==> config.mk <==
export PLATFORM = sky130hd
export DESIGN_NAME = immu_fetch_ctrl
export DESIGN_NICKNAME = d
export VERILOG_FILES = /design/src/hw/immu_cfg_pkg.sv /design/src/hw/immu_tag_pkg.sv /design/src/hw/immu_fetch_ctrl.sv
export SDC_FILE = /design/constraint.sdc
export NUM_CORES = 1
export LEC_CHECK = 0
export ABC_AREA = 1
export BUFFER_PORTS_ARGS = -buffer_cell sky130_fd_sc_hd__buf_2
export CAP_MARGIN = 20
export CORE_MARGIN = 1.5
export CORE_UTILIZATION = 35
export DETAILED_ROUTE_END_ITERATION = 16
export PLACE_DENSITY_LB_ADDON = 0.15
export SYNTH_ARGS = -nofsm -noshare
export SYNTH_HDL_FRONTEND = slang
export SYNTH_SLANG_ARGS = --single-unit
export TNS_END_PERCENT = 50
==> constraint.sdc <==
create_clock -name clk -period 1.7 [get_ports clk]
set_clock_uncertainty 0.05 [all_clocks]
set_input_delay 0.255 -clock clk [delete_from_list [all_inputs] [get_ports clk]]
set_output_delay 0.255 -clock clk [all_outputs]
set_load 0.02 [all_outputs]
==> src/hw/immu_cfg_pkg.sv <==
package immu_cfg_pkg;

	// Fetch and physical address width
	localparam int addr_bits = 32;

	// 8 KB pages
	localparam int page_bits = 13;

	// Page number width above the offset
	localparam int vpn_bits = addr_bits - page_bits;

	// SPR bus widths
	localparam int spr_addr_bits = 16;
	localparam int spr_data_bits = 32;

	typedef logic [addr_bits-1:0] addr_t;
	typedef logic [vpn_bits-1:0] vpn_t;
	typedef logic [vpn_bits-1:0] ppn_t;
	typedef logic [spr_addr_bits-1:0] spr_addr_t;
	typedef logic [spr_data_bits-1:0] spr_data_t;

	// Match register layout, vpn sits in 31..13
	localparam int mr_v_bit = 0;

	// Translate register layout, ppn sits in 31..13
	localparam int tr_uxe_bit = 7;
	localparam int tr_sxe_bit = 6;

	// Fetch address seen by the CPU after reset
	localparam addr_t reset_vector = 32'h0000_0100;

endpackage

==> src/hw/immu_tag_pkg.sv <==
package immu_tag_pkg;

	// Tag returned with each fetch
	typedef logic [3:0] fetch_tag_t;

	// No exception
	localparam fetch_tag_t tag_none = 4'h0;

	// Translation missing in the ITLB
	localparam fetch_tag_t tag_tlb_miss = 4'hD;

	// Execute not permitted for the current mode
	localparam fetch_tag_t tag_page_fault = 4'hC;

	// ITLB match registers, 0x1200 and up
	localparam logic [15:0] spr_itlb_mr_base = 16'h1200;

	// ITLB translate registers, 0x1300 and up
	localparam logic [15:0] spr_itlb_tr_base = 16'h1300;

endpackage

==> src/hw/immu_fetch_ctrl.sv <==
`timescale 1ns/10ps

module immu_fetch_ctrl (
	input  logic                      clk,
	input  logic                      rst,
	input  logic                      immu_en_i,
	input  logic                      supv_i,
	input  immu_cfg_pkg::addr_t       icpu_adr_i,
	input  logic                      icpu_cycstb_i,
	input  logic                      spr_cs_i,
	input  logic                      hit_i,
	input  immu_cfg_pkg::ppn_t        ppn_i,
	input  logic                      uxe_i,
	input  logic                      sxe_i,
	input  logic                      qmem_rty_i,
	input  logic                      qmem_err_i,
	input  immu_tag_pkg::fetch_tag_t  qmem_tag_i,
	output logic                      tlb_en_o,
	output logic                      spr_gate_o,
	output immu_cfg_pkg::addr_t       qmem_adr_o,
	output logic                      qmem_cycstb_o,
	output immu_tag_pkg::fetch_tag_t  icpu_tag_o,
	output logic                      icpu_rty_o,
	output logic                      icpu_err_o
);

	import immu_cfg_pkg::*;
	import immu_tag_pkg::*;

	// Page of the current and the previous fetch address
	vpn_t cur_vpn;
	vpn_t vpn_r;
	logic [page_bits-1:0] offset;

	logic page_cross;
	logic en_r;
	logic dis_spr;
	logic done;
	logic miss;
	logic fault;

	assign cur_vpn = icpu_adr_i[addr_bits-1:page_bits];
	assign offset  = icpu_adr_i[page_bits-1:0];

	// Previous page that also forms the untranslated upper address
	always_ff @(posedge clk or posedge rst) begin
		if (rst) begin
			vpn_r <= '0;
		end else begin
			vpn_r <= cur_vpn;
		end
	end

	// Set only in the first cycle on a new page
	assign page_cross = (cur_vpn != vpn_r);

	// Lookup runs on every translated fetch cycle
	assign tlb_en_o = immu_en_i & icpu_cycstb_i;

	// SPR access passes only in its first cycle
	assign spr_gate_o = spr_cs_i & ~dis_spr;

	// Set by an SPR access under retry
	// dropped again once the retry goes away
	always_ff @(posedge clk or posedge rst) begin
		if (rst) begin
			dis_spr <= 1'b0;
		end else if (!icpu_rty_o) begin
			dis_spr <= 1'b0;
		end else if (spr_cs_i) begin
			dis_spr <= 1'b1;
		end
	end

	// Lookup result is valid one cycle later
	// an SPR cycle spoils it
	always_ff @(posedge clk or posedge rst) begin
		if (rst) begin
			en_r <= 1'b0;
		end else begin
			en_r <= tlb_en_o & ~spr_gate_o;
		end
	end

	// Result usable only within the same page
	assign done = en_r & ~page_cross;

	// No entry for this page
	assign miss = done & ~hit_i;

	// Execute bit for the current mode is clear
	assign fault = done & ((~supv_i & ~uxe_i) | (supv_i & ~sxe_i));

	// Held page until the lookup is done
	always_comb begin
		if (done) begin
			qmem_adr_o = {ppn_i, offset};
		end else begin
			qmem_adr_o = {vpn_r, offset};
		end
	end

	// Request is cut on a page change and on any translation error
	always_comb begin
		if (immu_en_i) begin
			qmem_cycstb_o = icpu_cycstb_i & ~page_cross & done & ~(miss | fault);
		end else begin
			qmem_cycstb_o = icpu_cycstb_i & ~page_cross;
		end
	end

	// Miss first, then fault, then whatever memory says
	always_comb begin
		if (miss) begin
			icpu_tag_o = tag_tlb_miss;
		end else if (fault) begin
			icpu_tag_o = tag_page_fault;
		end else begin
			icpu_tag_o = qmem_tag_i;
		end
	end

	assign icpu_err_o = miss | fault | qmem_err_i;

	// Retry the fetch while the ITLB is being accessed
	assign icpu_rty_o = qmem_rty_i | (spr_gate_o & immu_en_i);

	// No memory request alongside a translation error
	a_no_strobe_on_err: assert property (@(posedge clk) disable iff (rst)
		qmem_cycstb_o |-> !(miss || fault))
	else $error("immu_fetch_ctrl: memory strobe with a translation error");

endmodule

==> metrics <==
outcome=finished with violations; failing checks=setup timing; clock transition at the registers of the reported paths=0.08 ns; DPL Wire Length=2530 µm; drt wl/cell=9.89 µm; Initial Utilization=37.8%; most common cell after layout, fill and taps aside=nand2_1; Pwr Total=1.18 mW; die footprint=4090 µm²; Die H=63.9 µm; gpl congestion=0.716; Post-Synth Adder-Cell Area=0%; htree depth=1; Worst Path Required=1.39 ns; post-synthesis mux area share=0%; DRC Markers=0; Leak=1.16 nW; global-route wire length before repair=5140 µm; Max clock buf depth=2; Synth cell types=20; Die X=63.9 µm; Hold Crit Class=in2reg; FP Rows=21; WS Path Type=reg2out; initial drt markers=30; crit share post-route=123%; power per cell area=589 nW/µm²; I/O Buffers=80; total placed cells including tap cells=316; Synth Area in Simple Gates=28.6%; Ant. Diodes=0; drt total wl=3200 µm; met2 usage=28.3%; DRT Pass-1 Iters=4; Least-Margin Pin Slew=0.290 ns; commonest non-fill, non-tap cells in the layout=nand2_1, buf_2, buf_4; Area Growth Syn to Fin=53.9%; Period minus WS final=2.09 ns; final-report hold violation count=0; vias in the first global route=1256; post-synth net total=251; reg2reg start=dis_spr; CTS tree=built; main combinational cell family by area after synthesis=simple AND/OR/NAND/NOR gates; Cell Area, Synth=1300 µm²; share of cells above drive strength 1=45.0%; Synth Area in XOR/XNOR=7.41%; sequential share of the synthesized area=40.4%; Arrival @ worst endpoint=1.78 ns; CTS root buffer=clkbuf_8; core footprint=3440 µm²; VDD IR-drop max=0.495 mV; crit start category=flip-flop; pre-CTS WS=-0.163 ns; maxcap violations=0; TritonCTS buffer count=3; Worst-Skew Late Latency=0.26 ns; Slew HR=80.5%; hold wc startpoint=icpu_adr_i[26]; final setup violation count=25; Layout Nets=345; met3 Use GR=4.58%; # clock sinks=21; met1 GRT Util=18.0%; GR peak layer=met2; RSZ-0062 raised after global routing=yes; average size of a mapped cell=7.03 µm²; Worst Path Max Fanout=8; largest net degree at the start of global routing=22; Layout Utilization=58.1%; maximum clock frequency=0.478 GHz; via count=1392; post-synthesis cell count=185; Congestion Overflow GR=0; crit end category=output port; Cell Count, Final, Fillers Out=324; #FFs+latches synth=21; Syn. warnings=0; I/O Pins=107; gr usage total=15.7%; Routed Antenna Nets=0; Via density=4.30; compound-gate portion of the synthesized area=6.16%; final setup margin=-0.390 ns; Setup crit start=vpn_r[6]; initial antenna violation count=0; Max Slew Vio Count=0
per-stage QoR:
step	hold slack, ns	instance area (µm²)	setup TNS [ns]
after floorplan	0.182	1310	-0.225
after global placement	0.249	1820	-2.32
after detailed placement	0.251	1820	-2.98
after CTS	0.0634	1930	-9.54
after global routing	0.0572	2000	-13.30
final	0.0692	2000	-8.64
cell type report:
type / count / area [µm²]
multi-input combinational: 121 / 581
fill: 353 / 1440
timing repair buffer: 106 / 689
inverter: 26 / 103
clock buffer: 4 / 45.0
tap: 46 / 57.6
sequential: 21 / 526
Yosys cell counts (all sizes together):
library cell,number,area (µm²)
a21oi,2,10.0
inv,26,97.6
xnor2,10,87.6
clkbuf,1,3.75
nor2,8,37.5
nand4,1,6.26
nand2,84,318
a21o,1,7.51
o21a,1,7.51
buf,16,125
nand3,2,10.0
xor2,1,8.76
o21ai,11,55.1
dfrtp,21,526
registers in the layout (all words and copies together), names as in the netlist:
register  flops
vpn_r        19
dis_spr       1
en_r          1
what timing repair did:
item | in CTS | in global routing
buffers inserted | 0 | 2
gates cloned | 0 | 1
hold buffers | 1 | 0
endpoints found under the hold margin | 21 | 0
pin swaps | 1 | 2
resized for setup | 24 | 10
setup endpoints to repair | 25 | 25
layer usage:
metal	part of all wire (%)	up-vias
li1	-	726
met1	42	594
met2	48	60
met3	8.3	12
met4	1.5	0
met5	0	-
cell families (layout without fill, tap and decap cells):
kind of cell	after synthesis	after routing
buffers and inverters	43	136
AO/OA/AOI/OAI	15	15
flip-flops	21	21
AND/OR/NAND/NOR	95	95
XOR/XNOR	11	11
worst max-delay path, stage by stage (launching register included):
cell and delay [ns]:
dfrtp_1 0.38, inv_1 0.06, nand2_1 0.05, nand2_1 0.05, nand2_1 0.05, nor2_1 0.14
nand3_2 0.12, nor2_4 0.10, nand2_2 0.08, clkinv_4 0.09, buf_12 0.12, nand2_1 0.05
o21ai_1 0.08, buf_4 0.16
power by group:
group          switching, mW  total (mW)  internal, mW
Sequential            0.0167       0.542         0.526
Clock                  0.160       0.327         0.167
Combinational          0.152       0.310         0.158
final timing paths:
path / endpoint / slack, ns / cells after the start
max in group asynchronous: vpn_r[11] / 0.87 / 4
worst max-delay path: qmem_adr_o[19] / -0.39 / 13
worst max register to register: dis_spr / 0.77 / 3
min in group asynchronous: vpn_r[7] / 0.51 / 4
worst min-delay path: vpn_r[13] / 0.07 / 1
worst min register to register: dis_spr / 0.43 / 1
(Power assumes the default switching activity.)
