$ cat src/hw/immu_cfg_pkg.sv
package immu_cfg_pkg;

	// Fetch and physical address width
	localparam int addr_bits = 32;

	// 8 KB pages
	localparam int page_bits = 13;

	// Page number width above the offset
	localparam int vpn_bits = addr_bits - page_bits;

	// SPR bus widths
	localparam int spr_addr_bits = 16;
	localparam int spr_data_bits = 32;

	typedef logic [addr_bits-1:0] addr_t;
	typedef logic [vpn_bits-1:0] vpn_t;
	typedef logic [vpn_bits-1:0] ppn_t;
	typedef logic [spr_addr_bits-1:0] spr_addr_t;
	typedef logic [spr_data_bits-1:0] spr_data_t;

	// Match register layout, vpn sits in 31..13
	localparam int mr_v_bit = 0;

	// Translate register layout, ppn sits in 31..13
	localparam int tr_uxe_bit = 7;
	localparam int tr_sxe_bit = 6;

	// Fetch address seen by the CPU after reset
	localparam addr_t reset_vector = 32'h0000_0100;

endpackage

$ cat src/hw/immu_tag_pkg.sv
package immu_tag_pkg;

	// Tag returned with each fetch
	typedef logic [3:0] fetch_tag_t;

	// No exception
	localparam fetch_tag_t tag_none = 4'h0;

	// Translation missing in the ITLB
	localparam fetch_tag_t tag_tlb_miss = 4'hD;

	// Execute not permitted for the current mode
	localparam fetch_tag_t tag_page_fault = 4'hC;

	// ITLB match registers, 0x1200 and up
	localparam logic [15:0] spr_itlb_mr_base = 16'h1200;

	// ITLB translate registers, 0x1300 and up
	localparam logic [15:0] spr_itlb_tr_base = 16'h1300;

endpackage

$ cat src/hw/itlb_spr_decode.sv
`timescale 1ns/10ps

module itlb_spr_decode #(
	parameter int num_sets = 64,
	localparam int idx_bits = $clog2(num_sets)
) (
	input  logic                      spr_cs_i,
	input  logic                      spr_write_i,
	input  immu_cfg_pkg::spr_addr_t   spr_addr_i,
	output logic                      mr_we_o,
	output logic                      tr_we_o,
	output logic                      sel_tr_o,
	output logic [idx_bits-1:0]       spr_idx_o,
	input  immu_cfg_pkg::spr_data_t   rd_data_i,
	output immu_cfg_pkg::spr_data_t   spr_dat_o
);

	import immu_tag_pkg::*;

	logic mr_grp;
	logic tr_grp;
	logic spr_wr;

	// Group is picked by the upper address byte
	// 0x12xx match, 0x13xx translate
	assign mr_grp = (spr_addr_i[15:8] == spr_itlb_mr_base[15:8]);
	assign tr_grp = (spr_addr_i[15:8] == spr_itlb_tr_base[15:8]);

	// Set index from the low address bits
	// addresses past num_sets alias back into the array
	assign spr_idx_o = spr_addr_i[idx_bits-1:0];

	// Read mux select for the array
	assign sel_tr_o = tr_grp;

	// Write cycle addressed to the ITLB
	assign spr_wr = spr_cs_i & spr_write_i;

	// One strobe per group
	assign mr_we_o = spr_wr & mr_grp;
	assign tr_we_o = spr_wr & tr_grp;

	// Read data only while selected, zero otherwise
	always_comb begin
		if (spr_cs_i) begin
			spr_dat_o = rd_data_i;
		end else begin
			spr_dat_o = '0;
		end
	end

	// Groups are exclusive so a write hits one register file only
	always_comb begin
		assert (!(mr_we_o && tr_we_o))
		else $error("itlb_spr_decode: both write strobes high");
	end

endmodule

$ cat config.mk
export PLATFORM = sky130hd
export DESIGN_NAME = itlb_spr_decode
export DESIGN_NICKNAME = d
export VERILOG_FILES = /design/src/hw/immu_cfg_pkg.sv /design/src/hw/immu_tag_pkg.sv /design/src/hw/itlb_spr_decode.sv
export SDC_FILE = /design/constraint.sdc
export NUM_CORES = 1
export LEC_CHECK = 0
export BUFFER_PORTS_ARGS = -buffer_cell sky130_fd_sc_hd__buf_2
export CORE_MARGIN = 2
export CORE_UTILIZATION = 22
export DETAILED_ROUTE_END_ITERATION = 8
export PLACE_DENSITY = 0.89
export SLEW_MARGIN = 10
export SYNTH_ARGS = -nofsm -noshare
export SYNTH_HDL_FRONTEND = slang
export SYNTH_SLANG_ARGS = --single-unit
export TNS_END_PERCENT = 1
$ cat constraint.sdc
create_clock -name vclk -period 1.7
set_input_delay 0.255 -clock vclk [all_inputs]
set_output_delay 0.255 -clock vclk [all_outputs]
set_load 0.05 [all_outputs]
==> out/metrics.cfg, run 1 <==
[global_routing]
grt_pass1_wl_um=1970
grt_max_degree=23
grt_pass1_vias=518
antenna_found_initial=0
gr-total-overflow=0
grt_usage=0.134

[worst_setup_path]
cp-end-kind=primary output
critical-path-top-delay-family=simple AND/OR/NAND/NOR gates
critPathBufInv=2
max_stage_delay_ns=0.58
cp.arrival_ns=1.41
startpoint_type=input port
required_ns=1.44
path_cells=buf_6 -> or4b_4 -> nor4b_4 -> buf_6
cp_max_fo=3
critPathMostFrequentCell=buf_6
slowest_stage=or4b_4
crit_type=input port to primary output

[logic_synthesis]
synthXorXnorAreaFrac=0
yosys_warnings=0
synth-compound-area-share=0
syn_avg_cell_area_um2=6.67
synth_top_family_by_area=simple AND/OR/NAND/NOR gates
muxShareOfSynthArea=0
synth_fa_ha_area_frac=0
yosys.area_share.simple=0.824
synth_cells=48
synth_cell_types=10
ys_seq_area_frac=0
syn_nets=98
synth.cell_area_um2=320

[sta]
period_needed_ns=1.67
worst_pin_slew_ns=0.258
fin_crit_sh=0.980
grt_setup_unrepaired=true
max_slew_margin=0.829
final_max_slew_viol_count=0
max_freq_mhz=600
fin_ws_ns=0.0343
setup_viol=0
fin_setup_tns_ns=0
hold_viol_final=0

[drt]
vias=578
wl_per_cell_um=10.2
routed_wl_um=1350
drcViolationCount=0
first_pass_iters=2
drt_iter0_markers=2
viasPerCell=4.38
ant_nets=0

[finish]
seqCellArea_um2=0
layout_common_cells=74 x buf_2, 32 x and2_1, 3 x buf_6
nNetsFinal=169
antenna_cells=0
drive_gt1_frac=0.701
numSequentialCells=0
layout_commonest_cell=buf_2
area_delta_synth_final_pct=126
clock_buffers=0
fill_cells=134
multi_input_area_um2=293

[pwr]
irDropWorstVdd_v=0.000123
power_density_mw_per_mm2=379
intPower_uw=85.2
sw_frac_of_total=0.689
power_frac_seq=0
p_leak_uw=0.000463
p_comb_frac=1.000
p_sw_uw=189
finalPower_uw=274
power_frac_clock=0

[place]
gp_congestion=0.856
portBuffers=77
pre_cts_slack_ns=-0.0431
hpwlAfterDp_um=1230

[min_path]
hp-start=spr_addr_i[1]
hold-path-endpoint=spr_idx_o[1]
hold_depth=0
hold_class=input port to primary output

[die]
num_rows=13
dieArea_mm2=0.00178
start_util=0.240
io_pins=91
die_x_um=42.2
die_h_um=42.2
core-area_mm2=0.00133

[clocking]
cts_setup_buffers=0

[status]
run_status=finished clean

[job]
maxCapViolCount=0

-- synthesized netlist by cell type --
library cell | number | area, µm²
nor4_2 | 1 | 12.5
nand3_1 | 1 | 5.00
or3_1 | 1 | 6.26
nor3_1 | 1 | 5.00
buf_4 | 6 | 45.0
and2_1 | 32 | 200
or4b_4 | 1 | 13.8
clkbuf_1 | 3 | 11.3
nor4b_2 | 1 | 15.0
nand2b_1 | 1 | 6.26
-- kinds of logic after synthesis --
| family | after synthesis |
|---|---|
| buffers and inverters | 9 |
| and+or+nand+nor | 39 |
-- what timing repair did --
item,in CTS,in global routing
gates resized for setup,2,3
endpoints found under the hold margin,0,0
hold buffers,0,0
setup endpoints to repair,2,2
pin swaps,0,0
cloned,0,0
-- routing by layer --
| layer | GRT usage | wire length (µm) |
|---|---|---|
| met5 | 0 | 0 |
| met4 | 0 | 0 |
| met3 | 0.0345 | 243 |
| met2 | 0.294 | 711 |
| met1 | 0.127 | 390 |
-- worst max-delay path by stage --
stage	to	cells after the start	slack, ns	from
floorplan	sel_tr_o	2	-0.06	spr_addr_i[11]
global placement	sel_tr_o	4	-0.03	spr_addr_i[11]
detailed placement	sel_tr_o	4	-0.04	spr_addr_i[11]
CTS	sel_tr_o	4	0.01	spr_addr_i[11]
global route	tr_we_o	4	-0.003	spr_addr_i[11]
finish	sel_tr_o	4	0.03	spr_addr_i[11]
-- cell type report --
class | instances | share of cell area
Multi-Input combinational cell | 39 | 0.405
Tap cell | 15 | 0.0260
Timing Repair Buffer | 78 | 0.569
-- power by group through the flow --
stage                     logic, µW  clock network, µW  registers, µW
after floorplan                 225                  0              0
after global placement          273                  0              0
after detailed placement        275                  0              0
after CTS                       276                  0              0
after global routing            289                  0              0
final                           274                  0              0
-- per-stage QoR --
step | hold WS, ns | utilization | cells | cell area [µm²]
2_1_floorplan | 0.577 | - | 48 | 349
3_3_place_gp | 0.510 | 0.528 | 132 | 704
3_5_place_dp | 0.510 | 0.528 | 132 | 704
4_1_cts | 0.510 | 0.532 | 132 | 709
5_1_grt | 0.510 | 0.542 | 132 | 723
6_report | 0.510 | 0.542 | 132 | 723
No activity file was read; power rests on OpenSTA's default activity.
==> run 2, diff against run 1 <==
--- a/config.mk
+++ b/config.mk
@@ -6,10 +6,12 @@
 export NUM_CORES = 1
 export LEC_CHECK = 0
 export BUFFER_PORTS_ARGS = -buffer_cell sky130_fd_sc_hd__buf_2
+export CELL_PAD_IN_SITES_DETAIL_PLACEMENT = 1
+export CELL_PAD_IN_SITES_GLOBAL_PLACEMENT = 1
 export CORE_MARGIN = 2
-export CORE_UTILIZATION = 22
+export CORE_UTILIZATION = 10
 export DETAILED_ROUTE_END_ITERATION = 8
-export PLACE_DENSITY = 0.89
+export PLACE_DENSITY_LB_ADDON = 0.1
 export SLEW_MARGIN = 10
 export SYNTH_ARGS = -nofsm -noshare
 export SYNTH_HDL_FRONTEND = slang
==> constraint.sdc (replaced) <==
create_clock -name vclk -period 1.4
set_input_delay 0.21 -clock vclk [all_inputs]
set_output_delay 0.21 -clock vclk [all_outputs]
set_load 0.05 [all_outputs]
==> out/metrics.cfg, run 2 (synthesized netlist as in run 1, its figures left out) <==
[min_path]
hold-path-endpoint=spr_idx_o[5]  ; was spr_idx_o[1]
hold_class=input port to primary output  ; unchanged
hold_depth=0  ; unchanged
hp-start=spr_addr_i[5]  ; was spr_addr_i[1]

[global_routing]
grt_use_met2=0.164  ; was 0.294
busiest_layer=met2  ; unchanged
grt_pass1_vias=506  ; was 518
gr-usage-met3=0.00213  ; was 0.0345
grt_pass1_wl_um=2150  ; was 1970 µm
antenna_found_initial=0  ; unchanged
met1_usage=0.0728  ; was 0.127
grt_max_degree=28  ; was 23
grt_usage=0.0719  ; was 0.134
gr-total-overflow=0  ; unchanged

[die]
die_h_um=60.6  ; was 42.2 µm
start_util=0.105  ; was 0.240
die_x_um=60.6  ; was 42.2 µm
io_pins=91  ; unchanged
dieArea_mm2=0.00367  ; was 0.00178 mm²
core-area_mm2=0.00305  ; was 0.00133 mm²
num_rows=20  ; was 13

[worst_setup_path]
crit_type=input port to primary output  ; unchanged
cp-end-kind=primary output  ; unchanged
startpoint_type=input port  ; unchanged
cp-startpoint=spr_addr_i[11]  ; unchanged
required_ns=1.19  ; was 1.44 ns
cp.arrival_ns=1.37  ; was 1.41 ns
cp_max_fo=3  ; unchanged

[sta]
grt_setup_unrepaired=true  ; unchanged
hold_viol_final=0  ; unchanged
worst_pin_slew_ns=0.263  ; was 0.258 ns
final_max_slew_viol_count=0  ; unchanged
max_slew_margin=0.826  ; was 0.829
period_needed_ns=1.58
setup_viol=3  ; was 0
fin_ws_ns=-0.178  ; was 0.0343 ns
whs_ns=0.420  ; was 0.510 ns
fin_crit_sh=1.13
max_freq_mhz=634

[pwr]
p_leak_uw=0.000473  ; was 0.000463 µW
power_density_mw_per_mm2=434  ; was 379 mW/mm²
finalPower_uw=338  ; was 274 µW
irDropWorstVdd_v=0.0000733  ; was 0.000123 V

[finish]
antenna_cells=0  ; unchanged
seqCellArea_um2=0  ; unchanged
drive_gt1_frac=0.706  ; was 0.701
final_util=0.256  ; was 0.542
nNetsFinal=171  ; was 169
layout_common_cells=73 x buf_2, 32 x and2_1, 4 x buf_6, 3 x buf_4  ; was 74 x buf_2, 32 x and2_1, 3 x buf_6
area_delta_synth_final_pct=144  ; was 126%
layout_commonest_cell=buf_2  ; unchanged
numSequentialCells=0  ; unchanged
clock_buffers=0  ; unchanged
finish.instance_area_um2=781  ; was 723 µm²

[drt]
ant_nets=0  ; unchanged
drcViolationCount=0  ; unchanged
viasPerCell=3.51  ; was 4.38
routed_wl_um=1530  ; was 1350 µm
vias=572  ; was 578
wl_per_cell_um=9.41  ; was 10.2 µm
first_pass_iters=2  ; unchanged
drt_iter0_markers=3  ; was 2

[place]
gp_congestion=0.547  ; was 0.856
pre_cts_slack_ns=-0.277  ; was -0.0431 ns
placed_cell_area_um2=756  ; was 704 µm²
hpwlAfterDp_um=1440  ; was 1230 µm
portBuffers=77  ; unchanged

[job]
maxCapViolCount=0  ; unchanged

[clocking]
cts_setup_buffers=0  ; unchanged

[status]
run_status=finished, violations left  ; was finished clean
violations=negative setup slack

-- run 2: cell types whose count changed in the layout (fill, tap and decap cells not counted) --
cell / delta
buf_2: -1
buf_4: +2
buf_6: +1
-- run 2: timing repair --
action,CTS,global route
cloned,0,0
setup endpoints to repair,3,3
resized for setup,7,0
hold buffers,0,0
pin swaps,1,0
-- run 2: report_power, final --
group / total, µW / internal, µW / switching [µW]
Sequential: 0 / 0 / 0
Combinational: 338 / 107 / 231
Clock: 0 / 0 / 0
-- run 2: layer usage --
| metal | wire length, µm | vias up |
|---|---|---|
| met1 | 488 | 249 |
| met5 | 0 | - |
| li1 | - | 288 |
| met2 | 893 | 35 |
| met4 | 0 | 0 |
| met3 | 152 | 0 |
-- run 2: area by class of cell --
type	instances	area, µm²
Timing Repair Buffer	80	433
Tap cell	44	55.1
Fill cell	407	2270
Multi-Input combinational cell	39	293
-- run 2: metrics by stage --
step	TNS, ns	instances
after floorplan	-0.640	48
after global placement	-0.667	163
after detailed placement	-0.717	163
after CTS	-0.382	163
after global routing	-0.460	163
final	-0.364	163
-- run 2: worst max-delay path by stage --
| stage | endpoint | cells past startpoint |
|---|---|---|
| 4_1_cts | tr_we_o | 4 |
| 3_3_place_gp | sel_tr_o | 4 |
| 5_1_grt | sel_tr_o | 4 |
| 3_5_place_dp | tr_we_o | 4 |
| 2_1_floorplan | sel_tr_o | 2 |
| 6_report | sel_tr_o | 4 |
-- run 2: critical path: stages --
cell     delay (ns)
buf_6          0.09
or4b_4         0.58
nor4b_4        0.29
buf_6          0.19
